**src/verilog/spi_pkg.sv**
```systemverilog
package spi_pkg;

    ////////////////////////////////////////////////////////////////////
    // Widths shared by the bus, the registers and the shift engine.
    ////////////////////////////////////////////////////////////////////

    localparam int DATA_W      = 8; // Data word and register word width.
    localparam int ADDR_W      = 2; // Wishbone word address width.
    localparam int PRESC_EXP_W = 3; // Prescaler exponent, half period is 2**n clocks.

    // Register map.
    localparam logic [ADDR_W-1:0] ADDR_DATA = 2'd0; // Transmit buffer and receive register.
    localparam logic [ADDR_W-1:0] ADDR_CTRL = 2'd1; // Control word.
    localparam logic [ADDR_W-1:0] ADDR_STAT = 2'd2; // Status word and senderr clear.

    // Control word, as written by the host.
    typedef struct packed {
        logic [1:0]             pad;      // Reads back as written.
        logic [PRESC_EXP_W-1:0] prescale; // SCK half period exponent.
        logic [1:0]             mode;     // Bit 1 is polarity, bit 0 is phase.
        logic                   lsbfirst; // Shift order, 1 sends bit 0 first.
    } spi_ctrl_t;

    // Status word, assembled on every read.
    typedef struct packed {
        logic [3:0] pad;
        logic       busy;         // A frame is on the wire.
        logic       senderr;      // Sticky, a data write hit a full buffer.
        logic       charreceived; // Unread byte in the receive register.
        logic       buffempty;    // Transmit buffer can take a byte.
    } spi_stat_t;

    // One Wishbone data word seen three ways.
    // The register decoder picks the view from the address.
    typedef union packed {
        logic [DATA_W-1:0] data;
        spi_ctrl_t         ctrl;
        spi_stat_t         stat;
    } reg_word_u;

endpackage

```
**src/verilog/spi_frame_if.sv**
```systemverilog
// One queued frame on its way from the transmit buffer to the shift engine.
// The control fields travel with the byte, so a frame keeps the settings
// that were in force when it was written.
interface spi_frame_if;
    import spi_pkg::*;

    logic                   valid;    // Transmit buffer holds a frame.
    logic [DATA_W-1:0]      data;     // Byte to send.
    logic [PRESC_EXP_W-1:0] prescale; // Half period exponent for this frame.
    logic [1:0]             mode;     // Polarity and phase for this frame.
    logic                   lsbfirst; // Shift order for this frame.
    logic                   take;     // Engine copies the frame in this cycle.

    // Bus side owns the buffer.
    modport source (
        output valid, data, prescale, mode, lsbfirst,
        input  take
    );

    // Shift engine pulls frames.
    modport sink (
        input  valid, data, prescale, mode, lsbfirst,
        output take
    );

endinterface

```
**src/verilog/spi_bus_regs.sv**
```systemverilog
module spi_bus_regs (
    input  logic                        wr,
    input  logic                        rst,
    input  logic                        cyc,
    input  logic                        stb,
    input  logic                        we,
    input  logic [spi_pkg::ADDR_W-1:0]  adr,
    input  logic [spi_pkg::DATA_W-1:0]  dat_w,
    output logic [spi_pkg::DATA_W-1:0]  dat_r,
    output logic                        ack,
    input  logic [spi_pkg::DATA_W-1:0]  rx_byte,
    input  logic                        rx_full,
    output logic                        rx_pop,
    input  logic                        busy,
    spi_frame_if.source                 frame
);
    import spi_pkg::*;

    ////////////////////////////////////////////////////////////////////
    // Wishbone decode.
    ////////////////////////////////////////////////////////////////////

    logic       access;   // First cycle of a bus cycle, before ack.
    logic       wr_en;    // Register write takes effect on this edge.
    logic       rd_en;    // Register read is captured on this edge.
    reg_word_u  wr_word;  // Host word in all three views.
    reg_word_u  rd_word;  // Word returned to the host.
    spi_stat_t  stat_w;   // Live status.
    spi_ctrl_t  ctrl_q;   // Control register.
    spi_ctrl_t  tx_ctrl;  // Control copy that belongs to the queued byte.
    logic [DATA_W-1:0] tx_data; // Transmit buffer.
    logic       tx_full;  // Transmit buffer holds a byte.
    logic       senderr;  // Sticky overrun of the transmit buffer.

    assign access = cyc && stb && !ack; // A single wait cycle, never more.
    assign wr_en  = access && we;
    assign rd_en  = access && !we;
    assign wr_word = dat_w;

    // Reading the data register consumes the received byte.
    assign rx_pop = rd_en && (adr == ADDR_DATA);

    // Status is built fresh from local state and the other two blocks.
    always_comb begin
        stat_w              = '0;
        stat_w.busy         = busy;
        stat_w.senderr      = senderr;
        stat_w.charreceived = rx_full;
        stat_w.buffempty    = !tx_full;
    end

    always_comb begin
        rd_word = '0; // Unmapped address reads zero.
        case (adr)
            ADDR_DATA: rd_word.data = rx_byte;
            ADDR_CTRL: rd_word.ctrl = ctrl_q;
            ADDR_STAT: rd_word.stat = stat_w;
            default:   rd_word.data = '0;
        endcase
    end

    ////////////////////////////////////////////////////////////////////
    // Control state.
    ////////////////////////////////////////////////////////////////////

    always_ff @(posedge wr or posedge rst) begin
        if (rst) begin
            ack     <= 1'b0;
            ctrl_q  <= '0;
            tx_full <= 1'b0;
            senderr <= 1'b0;
        end else begin
            ack <= access; // Registered, one cycle after the request.
            if (frame.take) begin
                tx_full <= 1'b0; // Engine has its copy now.
            end
            if (wr_en) begin
                case (adr)
                    ADDR_DATA: begin
                        if (tx_full) begin
                            senderr <= 1'b1; // Word is dropped.
                        end else begin
                            tx_full <= 1'b1;
                        end
                    end
                    ADDR_CTRL: ctrl_q <= wr_word.ctrl;
                    ADDR_STAT: begin
                        if (wr_word.stat.senderr) begin
                            senderr <= 1'b0; // Write one to clear.
                        end
                    end
                    default: ;
                endcase
            end
        end
    end

    // Buffer payload and read data.
    always_ff @(posedge wr) begin
        if (wr_en && (adr == ADDR_DATA) && !tx_full) begin
            tx_data <= wr_word.data;
            tx_ctrl <= ctrl_q; // Frame settings are frozen here.
        end
        if (rd_en) begin
            dat_r <= rd_word.data;
        end
    end

    assign frame.valid    = tx_full;
    assign frame.data     = tx_data;
    assign frame.prescale = tx_ctrl.prescale;
    assign frame.mode     = tx_ctrl.mode;
    assign frame.lsbfirst = tx_ctrl.lsbfirst;

    // An acknowledge only ever answers a request seen on the edge before.
    a_ack_request : assert property (
        @(posedge wr) disable iff (rst)
        $rose(ack) |-> $past(cyc && stb)
    ) else $error("ack rose without a preceding cyc and stb");

endmodule

```
**src/verilog/spi_shift_engine.sv**
```systemverilog
module spi_shift_engine #(
    parameter int presc_w = 8 // Prescaler counter width, must hold 2**7.
) (
    input  logic                        wr,
    input  logic                        rst,
    input  logic                        miso,
    spi_frame_if.sink                   frame,
    output logic                        sck,
    output logic                        mosi,
    output logic                        ss,
    output logic                        busy,
    output logic                        rx_push,
    output logic [spi_pkg::DATA_W-1:0]  rx_data
);
    import spi_pkg::*;

    // One step of the output shift register in the chosen order.
    // The vacated end fills with ones, the idle level of mosi.
    function automatic logic [DATA_W-1:0] shift_next(
        input logic [DATA_W-1:0] word,
        input logic              lsb
    );
        if (lsb) begin
            return {1'b1, word[DATA_W-1:1]};
        end
        return {word[DATA_W-2:0], 1'b1};
    endfunction

    ////////////////////////////////////////////////////////////////////
    // Frame state.
    ////////////////////////////////////////////////////////////////////

    logic                   busy_q;    // 1 while a frame is on the wire.
    logic [presc_w-1:0]     presc_cnt; // Clocks within the current half period.
    logic [presc_w-1:0]     presc_top; // Last count of a half period.
    logic [4:0]             phase_cnt; // Bit 0 is SCK phase, bits 4..1 count bits.
    logic [PRESC_EXP_W-1:0] ps_q;      // Frame copy of the prescaler exponent.
    logic                   pol_q;     // Frame copy of polarity.
    logic                   pha_q;     // Frame copy of phase.
    logic                   lsb_q;     // Frame copy of shift order.
    logic                   mosi_q;    // Bit on the wire.
    logic [DATA_W-1:0]      shift_out; // Bits still to send.
    logic [DATA_W-1:0]      shift_in;  // Bits collected from miso.
    logic                   take;
    logic                   tick;        // Half period ends on this edge.
    logic                   sample_edge; // SCK edge that samples miso.
    logic                   shift_edge;  // SCK edge that moves mosi.
    logic                   last_half;   // Final half period of the frame.
    logic                   frame_done;
    logic                   first_bit;   // Leading bit of the incoming frame.
    logic                   out_bit;     // Next bit to present on mosi.

    // Hold off one cycle after a frame so rx_push and take never overlap.
    assign take = !busy_q && frame.valid && !rx_push;
    assign frame.take = take;

    assign presc_top = (presc_w'(1) << ps_q) - presc_w'(1); // 2**n clocks per half.
    assign tick = busy_q && (presc_cnt == presc_top);

    // Phase 0 samples on even to odd, phase 1 on odd to even.
    assign sample_edge = tick && (phase_cnt[0] == pha_q);
    assign shift_edge  = tick && (phase_cnt[0] != pha_q);
    assign last_half   = (phase_cnt[4:1] == 4'(DATA_W - 1)) && phase_cnt[0];
    assign frame_done  = tick && last_half;

    assign first_bit = frame.lsbfirst ? frame.data[0] : frame.data[DATA_W-1];
    assign out_bit   = lsb_q ? shift_out[0] : shift_out[DATA_W-1];

    always_ff @(posedge wr or posedge rst) begin
        if (rst) begin
            busy_q    <= 1'b0;
            ss        <= 1'b1;
            presc_cnt <= '0;
            phase_cnt <= '0;
            ps_q      <= '0;
            pol_q     <= 1'b0; // SCK idles low out of reset.
            pha_q     <= 1'b0;
            lsb_q     <= 1'b0;
            mosi_q    <= 1'b1;
            rx_push   <= 1'b0;
        end else begin
            rx_push <= frame_done; // Lands in the first idle cycle.
            if (take) begin
                busy_q    <= 1'b1;
                ss        <= 1'b0;
                presc_cnt <= '0;
                phase_cnt <= '0;
                ps_q      <= frame.prescale;
                pol_q     <= frame.mode[1];
                pha_q     <= frame.mode[0];
                lsb_q     <= frame.lsbfirst;
                // Phase 0 shows the first bit from SS falling.
                // Phase 1 waits for the leading edge.
                mosi_q    <= frame.mode[0] ? 1'b1 : first_bit;
            end else if (tick) begin
                presc_cnt <= '0;
                if (shift_edge) begin
                    mosi_q <= out_bit;
                end
                if (last_half) begin
                    busy_q    <= 1'b0;
                    phase_cnt <= '0;           // SCK back at its idle level.
                    ss        <= !frame.valid; // Stay selected for a queued byte.
                end else begin
                    phase_cnt <= phase_cnt + 5'd1;
                end
            end else if (busy_q) begin
                presc_cnt <= presc_cnt + presc_w'(1);
            end
        end
    end

    ////////////////////////////////////////////////////////////////////
    // Shift registers.
    ////////////////////////////////////////////////////////////////////

    always_ff @(posedge wr) begin
        if (take) begin
            // In phase 0 the first bit is already on mosi.
            shift_out <= frame.mode[0] ? frame.data : shift_next(frame.data, frame.lsbfirst);
        end else if (shift_edge) begin
            shift_out <= shift_next(shift_out, lsb_q);
        end
        if (sample_edge) begin
            if (lsb_q) begin
                shift_in <= {miso, shift_in[DATA_W-1:1]}; // First bit ends up in bit 0.
            end else begin
                shift_in <= {shift_in[DATA_W-2:0], miso}; // First bit ends up on top.
            end
        end
    end

    assign rx_data = shift_in; // Complete and stable while rx_push is high.
    assign busy    = busy_q;
    assign sck     = pol_q ^ phase_cnt[0];
    assign mosi    = ss ? 1'b1 : mosi_q; // Released line idles high.

    // SS is asserted for the whole of every frame.
    a_busy_ss : assert property (
        @(posedge wr) disable iff (rst)
        busy |-> !ss
    ) else $error("frame running with ss high");

    // A take empties the buffer, and no write can refill it on that same edge.
    a_take_valid : assert property (
        @(posedge wr) disable iff (rst)
        take |-> frame.valid ##1 !frame.valid
    ) else $error("take without a full buffer");

endmodule

```
**src/verilog/spi_rx_buffer.sv**
```systemverilog
module spi_rx_buffer (
    input  logic                        wr,
    input  logic                        rst,
    input  logic                        rx_push,
    input  logic [spi_pkg::DATA_W-1:0]  rx_data,
    input  logic                        rx_pop,
    output logic [spi_pkg::DATA_W-1:0]  rx_byte,
    output logic                        rx_full
);
    import spi_pkg::*;

    // Received flag. A new byte wins over a read in the same cycle,
    // so the host never loses track of data it has not seen.
    always_ff @(posedge wr or posedge rst) begin
        if (rst) begin
            rx_full <= 1'b0;
        end else if (rx_push) begin
            rx_full <= 1'b1;
        end else if (rx_pop) begin
            rx_full <= 1'b0;
        end
    end

    // Holding register, simply overwritten when the host falls behind.
    always_ff @(posedge wr) begin
        if (rx_push) begin
            rx_byte <= rx_data;
        end
    end

    // Frames are at least a take plus 2*DATA_W half periods long,
    // so two pushes are never closer than that.
    a_push_spacing : assert property (
        @(posedge wr) disable iff (rst)
        rx_push |=> !rx_push [*2*DATA_W]
    ) else $error("rx_push pulses closer than one frame");

endmodule

```
**src/verilog/spi_master_top.sv**
```systemverilog
module spi_master_top #(
    parameter int presc_w = 8 // Prescaler counter width in the engine.
) (
    input  logic                        wr,
    input  logic                        rst,
    // Wishbone classic slave.
    input  logic                        cyc,
    input  logic                        stb,
    input  logic                        we,
    input  logic [spi_pkg::ADDR_W-1:0]  adr,
    input  logic [spi_pkg::DATA_W-1:0]  dat_w,
    output logic [spi_pkg::DATA_W-1:0]  dat_r,
    output logic                        ack,
    // SPI master pins.
    output logic                        sck,
    output logic                        mosi,
    input  logic                        miso,
    output logic                        ss
);
    import spi_pkg::*;

    logic              busy;    // Engine running a frame.
    logic              rx_push; // Frame finished.
    logic [DATA_W-1:0] rx_data; // Byte shifted in.
    logic              rx_pop;  // Host read of the data register.
    logic [DATA_W-1:0] rx_byte; // Held receive byte.
    logic              rx_full; // Unread byte present.

    spi_frame_if frame ();

    spi_bus_regs spi_bus_regs_inst (
        .wr      (wr),
        .rst     (rst),
        .cyc     (cyc),
        .stb     (stb),
        .we      (we),
        .adr     (adr),
        .dat_w   (dat_w),
        .dat_r   (dat_r),
        .ack     (ack),
        .rx_byte (rx_byte),
        .rx_full (rx_full),
        .rx_pop  (rx_pop),
        .busy    (busy),
        .frame   (frame)
    );

    spi_shift_engine #(
        .presc_w (presc_w)
    ) spi_shift_engine_inst (
        .wr      (wr),
        .rst     (rst),
        .miso    (miso),
        .frame   (frame),
        .sck     (sck),
        .mosi    (mosi),
        .ss      (ss),
        .busy    (busy),
        .rx_push (rx_push),
        .rx_data (rx_data)
    );

    spi_rx_buffer spi_rx_buffer_inst (
        .wr      (wr),
        .rst     (rst),
        .rx_push (rx_push),
        .rx_data (rx_data),
        .rx_pop  (rx_pop),
        .rx_byte (rx_byte),
        .rx_full (rx_full)
    );

endmodule

```
**config.mk**
```make
export PLATFORM = sky130hd
export DESIGN_NAME = spi_master_top
export DESIGN_NICKNAME = d
export VERILOG_FILES = /design/src/verilog/spi_pkg.sv /design/src/verilog/spi_frame_if.sv /design/src/verilog/spi_bus_regs.sv /design/src/verilog/spi_shift_engine.sv /design/src/verilog/spi_rx_buffer.sv /design/src/verilog/spi_master_top.sv
export SDC_FILE = /design/constraint.sdc
export NUM_CORES = 1
export LEC_CHECK = 0
export ABC_AREA = 1
export CAP_MARGIN = 25
export CORE_MARGIN = 10
export CORE_UTILIZATION = 41
export CTS_BUF_LIST = sky130_fd_sc_hd__clkbuf_4 sky130_fd_sc_hd__clkbuf_8
export DETAILED_ROUTE_END_ITERATION = 8
export DONT_BUFFER_PORTS = 1
export HOLD_SLACK_MARGIN = 0.12
export SYNTH_ARGS = -nofsm -noshare
export SYNTH_HDL_FRONTEND = slang
export SYNTH_SLANG_ARGS = --single-unit
```
**constraint.sdc**
```tcl
create_clock -name wr -period 5.9 [get_ports wr]
set_input_delay 0.295 -clock wr [delete_from_list [all_inputs] [get_ports wr]]
set_output_delay 0.295 -clock wr [all_outputs]
set_load 0.05 [all_outputs]
```
==> impl_results.md, run 1 <==
- YS warnings: 0
- Max IR drop VDD: between 100 and 150 µV
- Post-Synth Simple-Gate Area: about a fifth
- Slew @ Worst Pin: just over 1 ns
- Drt first pass iters: 4
- Routability cong.: about 0.81
- RSZ-0062 raised after global routing: no
- Number of global-route vias before repair: about 2600
- DRT antenna net count: 0
- Vias per Instance: a little over 5
- DP Wirelength: about 5600 µm
- Syn avg cell area: 9.55 µm²
- P_leak: about 1.7 nW
- Pin count of the biggest net entering global routing: 36
- ANT cells: 0
- Congestion Overflow GR: 0
- Hold_ws: roughly 0.13 ns
- Setup crit start: spi_shift_engine_inst.ps_q[2]
- Worst-Skew Late Latency: about 0.35 ns
- R2r setup slk: about 3.1 ns
- Die ar.: 0.0134 mm²
- # port buffers: 0
- Wire per inst: ~15 µm
- Max-Cap Viols: 0
- P&R area growth vs syn: 10.2%
- Row cnt: 34
- Fillers: around 840
- Final setup violation count: 0
- Netlist cell types: 37
- Clock tree buffer depth: 2
- Drt initial violations: 145
- Mux cell area share after synthesis: 1.76%
- First-pass GRT wire length: between 10000 and 15000 µm
- Hold WC Path Type: in -> reg
- Die Height: 116 µm
- R2R Path Start: spi_shift_engine_inst.ps_q[2]
- Post-synthesis cell count: 394
- Routed via count: 2664
- Critical Path RT: roughly 6 ns
- Initial Util: between 40% and 50%
- Total wire length: ~8000 µm
- Sequential area share after synthesis: between 60% and 70%
- Hold Startpoint: dat_w[2]
- Combinational family with the most area after synthesis: simple AND/OR/NAND/NOR gates
- WS Path Type: reg -> reg
- Fin nets: roughly 420
- CTS tree: yes
- All-layer global routing usage: between 10 and 15%
- Endpoint type of the worst setup path: flip-flop
- H-tree depth: 3
- Core area: about 0.0088 mm²
- Setup TNS: 0 ns
- Share of layout cells above drive strength 1: 8.33%
- I/O pins: 28
- Clock Pin Slew Worst Setup and Hold Paths: ~0.080 ns
- Fin Clk Skew: approximately 0.014 ns
- Startpoint types: flip-flop
- Die width: 116 µm
- Final number of hold-violating endpoints: 0
- CP max FO: 13
- DRC viols: 0
- Fraction of the mapped netlist area in compound gates: 8.24%
- Slew margin rel.: between 30% and 40%
- Xor/xnor share of the synthesized area: roughly 2.1%
- Clock Sinks: 81
- Syn_nets: 413
- Worst EP arrival: between 2 and 3 ns
- Max-slew violation count: 0
- Outcome: finished, final reports clean
- Min Tclk post-route: 2.83 ns
- Power per cell area: approximately 270 mW/mm²
- Final cycle utilization of the critical path: 48.0%
- CTS Root Cell: clkbuf_8
- Synth Area in Adders: less than 1%
- Initial antenna violation count: 0
- Seq cells post-synth: just over 80
- Num CTS Buffers: 9
- Fmax: approximately 350 MHz
- Post-synthesis cell area: roughly 0.0038 mm²
==> cell families (layout without fill, tap and decap cells) <==
| logic type | count (synthesis) | in the layout |
|---|---|---|
| and+or+nand+nor | 191 | 191 |
| DFF | 81 | 81 |
| buffers and inverters | 53 | 67 |
| AOI/OAI and AO/OA | 51 | 51 |
| xor gates and xnor gates | 9 | 9 |
| muxes | 6 | 6 |
| adders and majority gates | 3 | 3 |
==> power by group <==
| group | internal (W) | leakage (nW) | switching [W] |
|---|---|---|---|
| clock network | 0.000201 | 0.0940 | 0.000205 |
| logic | 0.0000213 | 0.807 | 0.0000275 |
| registers | 0.000621 | 0.826 | 0.0000237 |
| total | 0.000843 | 1.73 | 0.000256 |
==> synthesized netlist by cell type (all sizes together) <==
cell	n	area (µm²)
o211ai	4	30.0
mux2i	1	10.0
nand2	123	464
ha	3	37.5
clkbuf	8	30.0
clkinv	1	3.75
edfxtp	46	1380
nor2	32	128
nand3	21	110
nand3b	1	7.51
a21oi	11	55.1
nor3	5	25.0
mux2	5	56.3
nor3b	1	7.51
a22o	2	17.5
o21bai	2	18.8
inv	37	139
or2	1	6.26
xnor2	3	26.3
a32oi	1	8.76
dfrtp	33	826
o21ai	17	85.1
a31oi	6	37.5
buf	7	46.3
xor2	6	52.6
o22ai	2	12.5
dfstp	2	52.6
a211oi	6	45.0
nand4	7	43.8
==> cell type report <==
type,count,area [µm²],share of cell area (%)
Tap cell,108,135,3.26
Clock buffer,10,131,3.17
Inverter,38,143,3.44
Clock inverter,6,66.3,1.60
Sequential cell,81,2260,54.5
Multi-Input combinational cell,260,1280,31.0
Timing Repair Buffer,13,126,3.05
==> through the flow <==
stage / worst slack, ns / cell area (µm²) / std cells / util (%) / power (W)
2_1_floorplan: 3.48 / 3760 / 394 / - / 0.000682
3_3_place_gp: 3.17 / 3840 / 489 / 43.4 / 0.000698
3_5_place_dp: 3.08 / 3850 / 490 / 43.5 / 0.000700
4_1_cts: 3.07 / 4150 / 516 / 46.9 / 0.00111
5_1_grt: 2.80 / 4150 / 516 / 46.9 / 0.00114
6_report: 3.07 / 4150 / 516 / 46.9 / 0.00110
==> metal layers <==
metal / wire length [µm] / GRT usage [%] / up-vias
met5: 0 / 0 / -
met3: 327 / 3.36 / 11
met2: 3920 / 20.4 / 49
met4: 134 / 4.42 / 0
met1: 3460 / 15.5 / 1267
li1: - / - / 1337
==> sequential cells by signal, indices dropped and copies added, names as in the netlist, 5 cells and up <==
signal	count
spi_bus_regs_inst.ctrl_q	8
spi_bus_regs_inst.dat_r	8
spi_bus_regs_inst.frame.data	8
spi_rx_buffer_inst.rx_byte	8
spi_shift_engine_inst.presc_cnt	8
spi_shift_engine_inst.rx_data	8
spi_shift_engine_inst.shift_out	8
spi_shift_engine_inst.phase_cnt	5
==> worst max-delay path, cell delays in order (launching register included) <==
cell	delay [ns]
dfrtp_1	0.48
nor2_2	0.18
nand2_1	0.10
ha_1	0.31
inv_1	0.05
nand2_1	0.06
nand2_1	0.04
nor2_1	0.08
nand3_1	0.09
nor2_2	0.15
nand3_2	0.27
nor2_1	0.67
==> worst paths after layout <==
| check | to | depth (start not counted) |
|---|---|---|
| min in group asynchronous | spi_shift_engine_inst.presc_cnt[2] | 3 |
| worst min-delay path | spi_bus_regs_inst.ctrl_q[2] | 2 |
| worst max-delay path | spi_shift_engine_inst.rx_data[2] | 11 |
| worst min register to register | spi_shift_engine_inst.ps_q[1] | 2 |
| worst max register to register | spi_shift_engine_inst.rx_data[2] | 11 |
| max in group asynchronous | spi_shift_engine_inst.ss | 3 |
==> what timing repair did <==
action / CTS / global route
setup buffers: 0 / 0
gates resized for setup: 0 / 0
hold endpoints to repair: 50 / 0
hold buffers: 10 / 0
==> layout by cell type (no fill, tap or decap), types with 2 or more instances in the layout <==
| cell | instances |
|---|---|
| xnor2_1 | 3 |
| mux2_2 | 5 |
| a31oi_1 | 6 |
| buf_4 | 2 |
| nor2_1 | 29 |
| clkinv_1 | 2 |
| clkbuf_8 | 9 |
| nor2_2 | 3 |
| ha_1 | 3 |
| inv_2 | 2 |
| clkinvlp_4 | 2 |
| a211oi_1 | 6 |
| xor2_1 | 6 |
| nand3_1 | 20 |
| dlygate4sd3_1 | 10 |
| edfxtp_1 | 46 |
| o21ai_1 | 2 |
| o21ai_0 | 15 |
| nor3_1 | 5 |
| nand4_1 | 7 |
| a21oi_1 | 11 |
| dfstp_2 | 2 |
| inv_1 | 35 |
| dfrtp_1 | 33 |
| nand2_1 | 122 |
| a22o_1 | 2 |
| o211ai_1 | 4 |
| o22ai_1 | 2 |
Note: power is estimated with default switching activity, not from simulation.
==> run 2: changes to the inputs <==
ABC_AREA = 0   (was 1)
clock period = 2.4 ns   (was 5.9 ns; I/O delays follow)
==> impl_results.md, run 2 <==
- Sw Share: a little over a third
- Share of layout cells above drive strength 1: 23.8%
- YS warnings: 0
- CTS tree: yes
- Commonest non-fill, non-tap cell in the layout: edfxtp_1
- Crit-path cells: inv_2 -> or3_4 -> ha_4 -> xor2_2 -> o2111ai_2 -> a21o_4 -> or4_1 -> a21oi_2
- Worst-Skew Late Latency: about 0.35 ns
- Post-synthesis cell area: roughly 0.0039 mm²
- H-tree depth: 3
- Hold WC Path Type: in -> reg
- Hold_ws: about 0.15 ns
- Pin count of the biggest net entering global routing: 24
- Die ar.: around 0.014 mm²
- Worst EP arrival: 2.64 ns
- Clock group share of total power: just over 20%
- Max-Cap Viols: 0
- RSZ-0062 raised after global routing: yes
- Num CTS Buffers: 9
- Leading area contributor after synthesis: edfxtp_1
- Fin util: 50.5%
- # port buffers: 0
- Seq cells post-synth: 81
- Min Tclk post-route: 2.36 ns
- Clock Sinks: 81
- CP max FO: 5
- Final worst setup slack: approximately 0.042 ns
- First-pass GRT wire length: 13300 µm
- Routability cong.: approximately 0.84
- Wire per inst: approximately 17 µm
- Clock tree buffer depth: 2
- P&R area growth vs syn: 20.3%
- CTS Root Cell: clkbuf_8
- Die Height: 117 µm
- Post-synthesis cell count: approximately 320
- Number of global-route vias before repair: 2509
- Critical Path RT: about 2.7 ns
- Total wire length: between 8000 and 9000 µm
- P_sw: 0.00182 W
- Final Instance Area: 0.00464 mm²
- Slew margin rel.: 56.1%
- Seq pwr share: approximately 40%
- Synth cell count leaders: 46 x edfxtp_1, 33 x dfrtp_1, 30 x nand2_1
- Dpl ws: -0.0112 ns
- Initial antenna violation count: 0
- Top-area cell type share of the netlist area: 35.8%
- Final number of hold-violating endpoints: 0
- Sequential area share after synthesis: around three fifths
- DRC viols: 0
- P_leak: about 1.8 nW
- Max stage delay on crit path: around 0.49 ns
- Initial Util: a little over two fifths
- Fin nets: 375
- Most frequent cells in the layout: 46 x edfxtp_1, 33 x dfrtp_1, 30 x nand2_1
- Syn avg cell area: ~12 µm²
- Placed inst area: 0.00416 mm²
- Fin Clk Skew: ~0.012 ns
- Fmax: ~420 MHz
- Comb pwr share: 39.9%
- Final cycle utilization of the critical path: just under 100%
- Final setup violation count: 0
- Vias per Instance: approximately 5.4
- Most frequent cell after synthesis: edfxtp_1
- Endpoint type of the worst setup path: flip-flop
- Final Power: about 0.0050 W
- Routed via count: about 2500
- Congestion Overflow GR: 0
- Async set or reset register ratio after synthesis: a little over two fifths
- Max-slew violation count: 0
- Slew @ Worst Pin: between 0.6 and 0.7 ns
- Startpoint types: flip-flop
- DP Wirelength: 5800 µm
- DRT antenna net count: 0
- Main area contributors after synthesis: edfxtp_1 36%, dfrtp_1 21%, mux2i_1 6.7%
- Core area: between 0.009 and 0.01 mm²
- Max IR drop VDD: about 430 µV
- Row cnt: 35
- Netlist cell types: 49
- Number of synthesized flops with an enable pin: 46
- All-layer global routing usage: between 10% and 20%
- Max stage delay cell, worst path: or4_1
- Die width: about 120 µm
- Int Pwr: 0.00319 W
- WS Path Type: reg -> reg
- Syn_nets: between 300 and 400
- ANT cells: 0
- Power per cell area: 1080 mW/mm²
- Drt first pass iters: 4
- Top FF cell, synth: edfxtp_1
- I/O pins: 28
- Drt initial violations: approximately 110
- Outcome: finished, final reports clean
- Clock Pin Slew Worst Setup and Hold Paths: approximately 0.080 ns
==> run 2: what timing repair did <==
| action | CTS | global route |
|---|---|---|
| hold buffers | 18 | 0 |
| hold endpoints to repair | 49 | 0 |
| pin swaps | 1 | 2 |
| setup endpoints to repair | 21 | 25 |
| cloned | 0 | 1 |
| buffers inserted | 0 | 2 |
| resized for setup | 3 | 13 |
==> run 2: final cells by class <==
class | count | area [µm²]
clock buffers | 9 | 124
clock inverters | 7 | 78.8
fillers | 825 | 4550
inverters | 9 | 33.8
multi-input cells | 213 | 1640
flip-flops and latches | 81 | 2260
well taps | 111 | 139
repair buffers | 42 | 368
==> run 2: cells by family (layout without fill, tap and decap cells) <==
| family | after synthesis | count (layout) | synth area share, % |
|---|---|---|---|
| buf+inv | 29 | 67 | 3.34 |
| compound gates | 57 | 58 | 9.69 |
| flops | 81 | 81 | 58.5 |
| xor+xnor | 13 | 13 | 2.95 |
| mux | 43 | 43 | 11.7 |
| simple gates | 96 | 96 | 12.8 |
| fa+ha+maj | 3 | 3 | 0.972 |
==> run 2: power groups by stage <==
stage	registers [W]	clock network, W	logic (W)
6_report	0.00200	0.00101	0.00200
2_1_floorplan	0.00194	0	0.00141
5_1_grt	0.00204	0.00110	0.00220
3_5_place_dp	0.00202	0	0.00176
3_3_place_gp	0.00201	0	0.00173
4_1_cts	0.00199	0.00105	0.00181
==> run 2: metal layers <==
| metal | share of wire, % | vias to the layer above | track usage (%) |
|---|---|---|---|
| li1 | - | 1262 | - |
| met1 | 45 | 1217 | 15.7 |
| met2 | 50 | 46 | 20.9 |
| met3 | 3.4 | 11 | 2.65 |
| met4 | 1.4 | 0 | 4.20 |
| met5 | 0 | - | 0 |
==> run 2: path summary, 6_finish.rpt <==
path | start | to | slack, ns | depth (start not counted)
min in group asynchronous | rst | spi_bus_regs_inst.ctrl_q[1] | 0.25 | 2
max | spi_shift_engine_inst.ps_q[0] | spi_shift_engine_inst.phase_cnt[0] | 0.04 | 8
min | adr[0] | spi_bus_regs_inst.dat_r[0] | 0.15 | 2
min reg2reg | spi_bus_regs_inst.frame.prescale[2] | spi_shift_engine_inst.ps_q[2] | 0.44 | 2
max in group asynchronous | rst | spi_shift_engine_inst.ss | 1.37 | 3
max reg2reg | spi_shift_engine_inst.ps_q[0] | spi_shift_engine_inst.phase_cnt[0] | 0.04 | 8
==> run 2: worst max-delay path, delay by kind of cell (launching register included) <==
kind                       cells  cell delay (ns)
DFF                            1             0.39
and+or+nand+nor                2             0.88
adders and majority gates      1             0.28
xor gates and xnor gates       1             0.15
buffers and inverters          1             0.05
AOI/OAI and AO/OA              3             0.55
==> run 2: through the flow <==
stage	cells	TNS [ns]
after global placement	435	0
final	472	0
after CTS	469	-0.00798
after global routing	472	-0.740
after detailed placement	435	-0.0893
after floorplan	322	-1.75
==> run 3: changes to the inputs <==
GPL_ROUTABILITY_DRIVEN = 0   (was not set)
PLACE_DENSITY = 0.55   (was not set)
==> impl_results.md, run 3 (synthesis gave the netlist of run 2 again) <==
- Outcome: finished with violations
- Failing checks: negative setup slack
- Die width: approximately 120 µm
- Core area: 0.00920 mm²
- Clock tree buffer depth: 2
- Share of layout cells above drive strength 1: 24.0%
- Worst Reg-to-Reg Cells: 7
- Hold Startpoint: adr[0]
- P_leak: ~1.8 nW
- Total wire length: 8330 µm
- Clock Sinks: between 80 and 90
- Worst path bufs/invs: 1
- # port buffers: 0
- CTS Root Cell: clkbuf_8
- Slew @ Worst Pin: 0.638 ns
- Final number of hold-violating endpoints: 0
- Drt initial violations: 100
- Number of global-route vias before repair: approximately 2500
- P&R area growth vs syn: 21.0%
- Final cycle utilization of the critical path: 101%
- Max-slew violation count: 0
- Num CTS Buffers: 9
- ANT cells: 0
- Crit-path cells: or3_4 -> ha_4 -> xnor2_2 -> o211ai_1 -> a21o_4 -> nor4_4 -> buf_12
- All-layer global routing usage: approximately 13%
- Fin nets: approximately 370
- R2r setup slk: -0.03 ns
- Endpoint type of the worst setup path: flip-flop
- Max stage delay on crit path: just over 0.4 ns
- Fin util: between 50 and 60%
- Initial antenna violation count: 0
- RSZ-0062 raised after global routing: yes
- Final setup violation count: 8
- Final Instance Area: 0.00467 mm²
- H-tree depth: 3
- WS Path Type: reg -> reg
- Hold_ws: ~0.14 ns
- Startpoint types: flip-flop
- DP Wirelength: about 5900 µm
- Dpl ws: -0.0113 ns
- Congestion Overflow GR: 0
- Initial Util: 42.0%
- Wire per inst: approximately 18 µm
- CTS tree: yes
- Capturing point of the worst reg2reg path: spi_shift_engine_inst.rx_data[0]
- Hold Crit Depth: 2
- Drt first pass iters: 4
- Die Height: ~120 µm
- Fmax: between 400 and 500 MHz
- DRT antenna net count: 0
- Worst EP arrival: between 2 and 3 ns
- Commonest non-fill, non-tap cell in the layout: edfxtp_1
- Vias per Instance: 5.45
- I/O pins: 28
- Fin Clk Skew: 0.00693 ns
- Power per cell area: roughly 1100 mW/mm²
- Hold WC Path Type: in -> reg
- Routed via count: about 2600
- Pin count of the biggest net entering global routing: 21
- DRC viols: 0
- Placed inst area: between 0.004 and 0.005 mm²
- First-pass GRT wire length: roughly 13000 µm
- Most frequent cells in the layout: 46 x edfxtp_1, 33 x dfrtp_1, 30 x nand2_1
- Critical Path RT: 2.48 ns
- Min Tclk post-route: 2.43 ns
- Fillers: a little over 800
- Max-Cap Viols: 0
- Slew margin rel.: a little under three fifths
- Die ar.: 0.0137 mm²
- Worst-Skew Late Latency: roughly 0.36 ns
- Max stage delay cell, worst path: or3_4
- R2R Path Start: spi_shift_engine_inst.ps_q[0]
- End of the worst hold path: spi_bus_regs_inst.dat_r[0]
- Worst path top cell family by delay: simple AND/OR/NAND/NOR gates
- Max IR drop VDD: about 520 µV
- CP max FO: 8
- Final worst setup slack: -0.0290 ns
- Clock Pin Slew Worst Setup and Hold Paths: approximately 0.090 ns
- Final Power: about 0.0052 W
- Row cnt: 35
## run 3: worst register-to-register path: stages (launching register included)
cell and delay, ns:
dfrtp_1 0.40, or3_4 0.41, ha_4 0.20, xnor2_2 0.16, o211ai_1 0.16, a21o_4 0.29
nor4_4 0.37, buf_12 0.17
## run 3: repair_timing
item,4_1_cts,5_1_grt
buffers inserted,0,3
hold buffers,17,0
hold endpoints to repair,52,0
pin swaps,0,8
endpoints found under the setup margin,17,27
gates resized for setup,2,13
gates cloned,0,0
## run 3: routing by layer
metal	wire length, µm	track usage, %	share of wire, %	vias to the layer above
met4	132	4.53	1.6	0
met5	0	0	0	-
met1	3610	14.9	43	1275
met3	361	3.87	4.3	13
met2	4230	21.8	51	31
li1	-	-	-	1242
## run 3: worst max-delay path by stage
stage	from	end	depth (start not counted)
2_1_floorplan	spi_shift_engine_inst.ps_q[1]	spi_shift_engine_inst.shift_out[0]	9
3_3_place_gp	spi_shift_engine_inst.ps_q[0]	spi_shift_engine_inst.rx_data[1]	8
3_5_place_dp	spi_shift_engine_inst.ps_q[0]	spi_shift_engine_inst.rx_data[5]	8
4_1_cts	spi_shift_engine_inst.ps_q[0]	spi_shift_engine_inst.phase_cnt[1]	9
5_1_grt	spi_shift_engine_inst.ps_q[2]	spi_shift_engine_inst.rx_data[5]	7
6_report	spi_shift_engine_inst.ps_q[0]	spi_shift_engine_inst.rx_data[0]	7
## run 3: report_power, final
| part | leakage (nW) | switching (W) | internal (W) |
|---|---|---|---|
| Combinational | 0.828 | 0.00102 | 0.000992 |
| Clock | 0.116 | 0.000534 | 0.000599 |
| Sequential | 0.856 | 0.000280 | 0.00175 |
## run 3: through the flow
step	setup TNS, ns	instances
2_1_floorplan	-1.75	322
3_3_place_gp	-0.0166	434
3_5_place_dp	-0.0892	434
4_1_cts	0	467
5_1_grt	-1.44	470
6_report	-0.216	470
## run 3: layout make-up
| type | count | area (µm²) | share of cell area, % |
|---|---|---|---|
| inverter | 9 | 33.8 | 0.723 |
| clock inverter | 7 | 103 | 2.20 |
| timing repair buffer | 41 | 379 | 8.11 |
| tap | 111 | 139 | 2.97 |
| clock buffer | 9 | 124 | 2.65 |
| multi-input combinational | 212 | 1630 | 35.0 |
| sequential | 81 | 2260 | 48.4 |
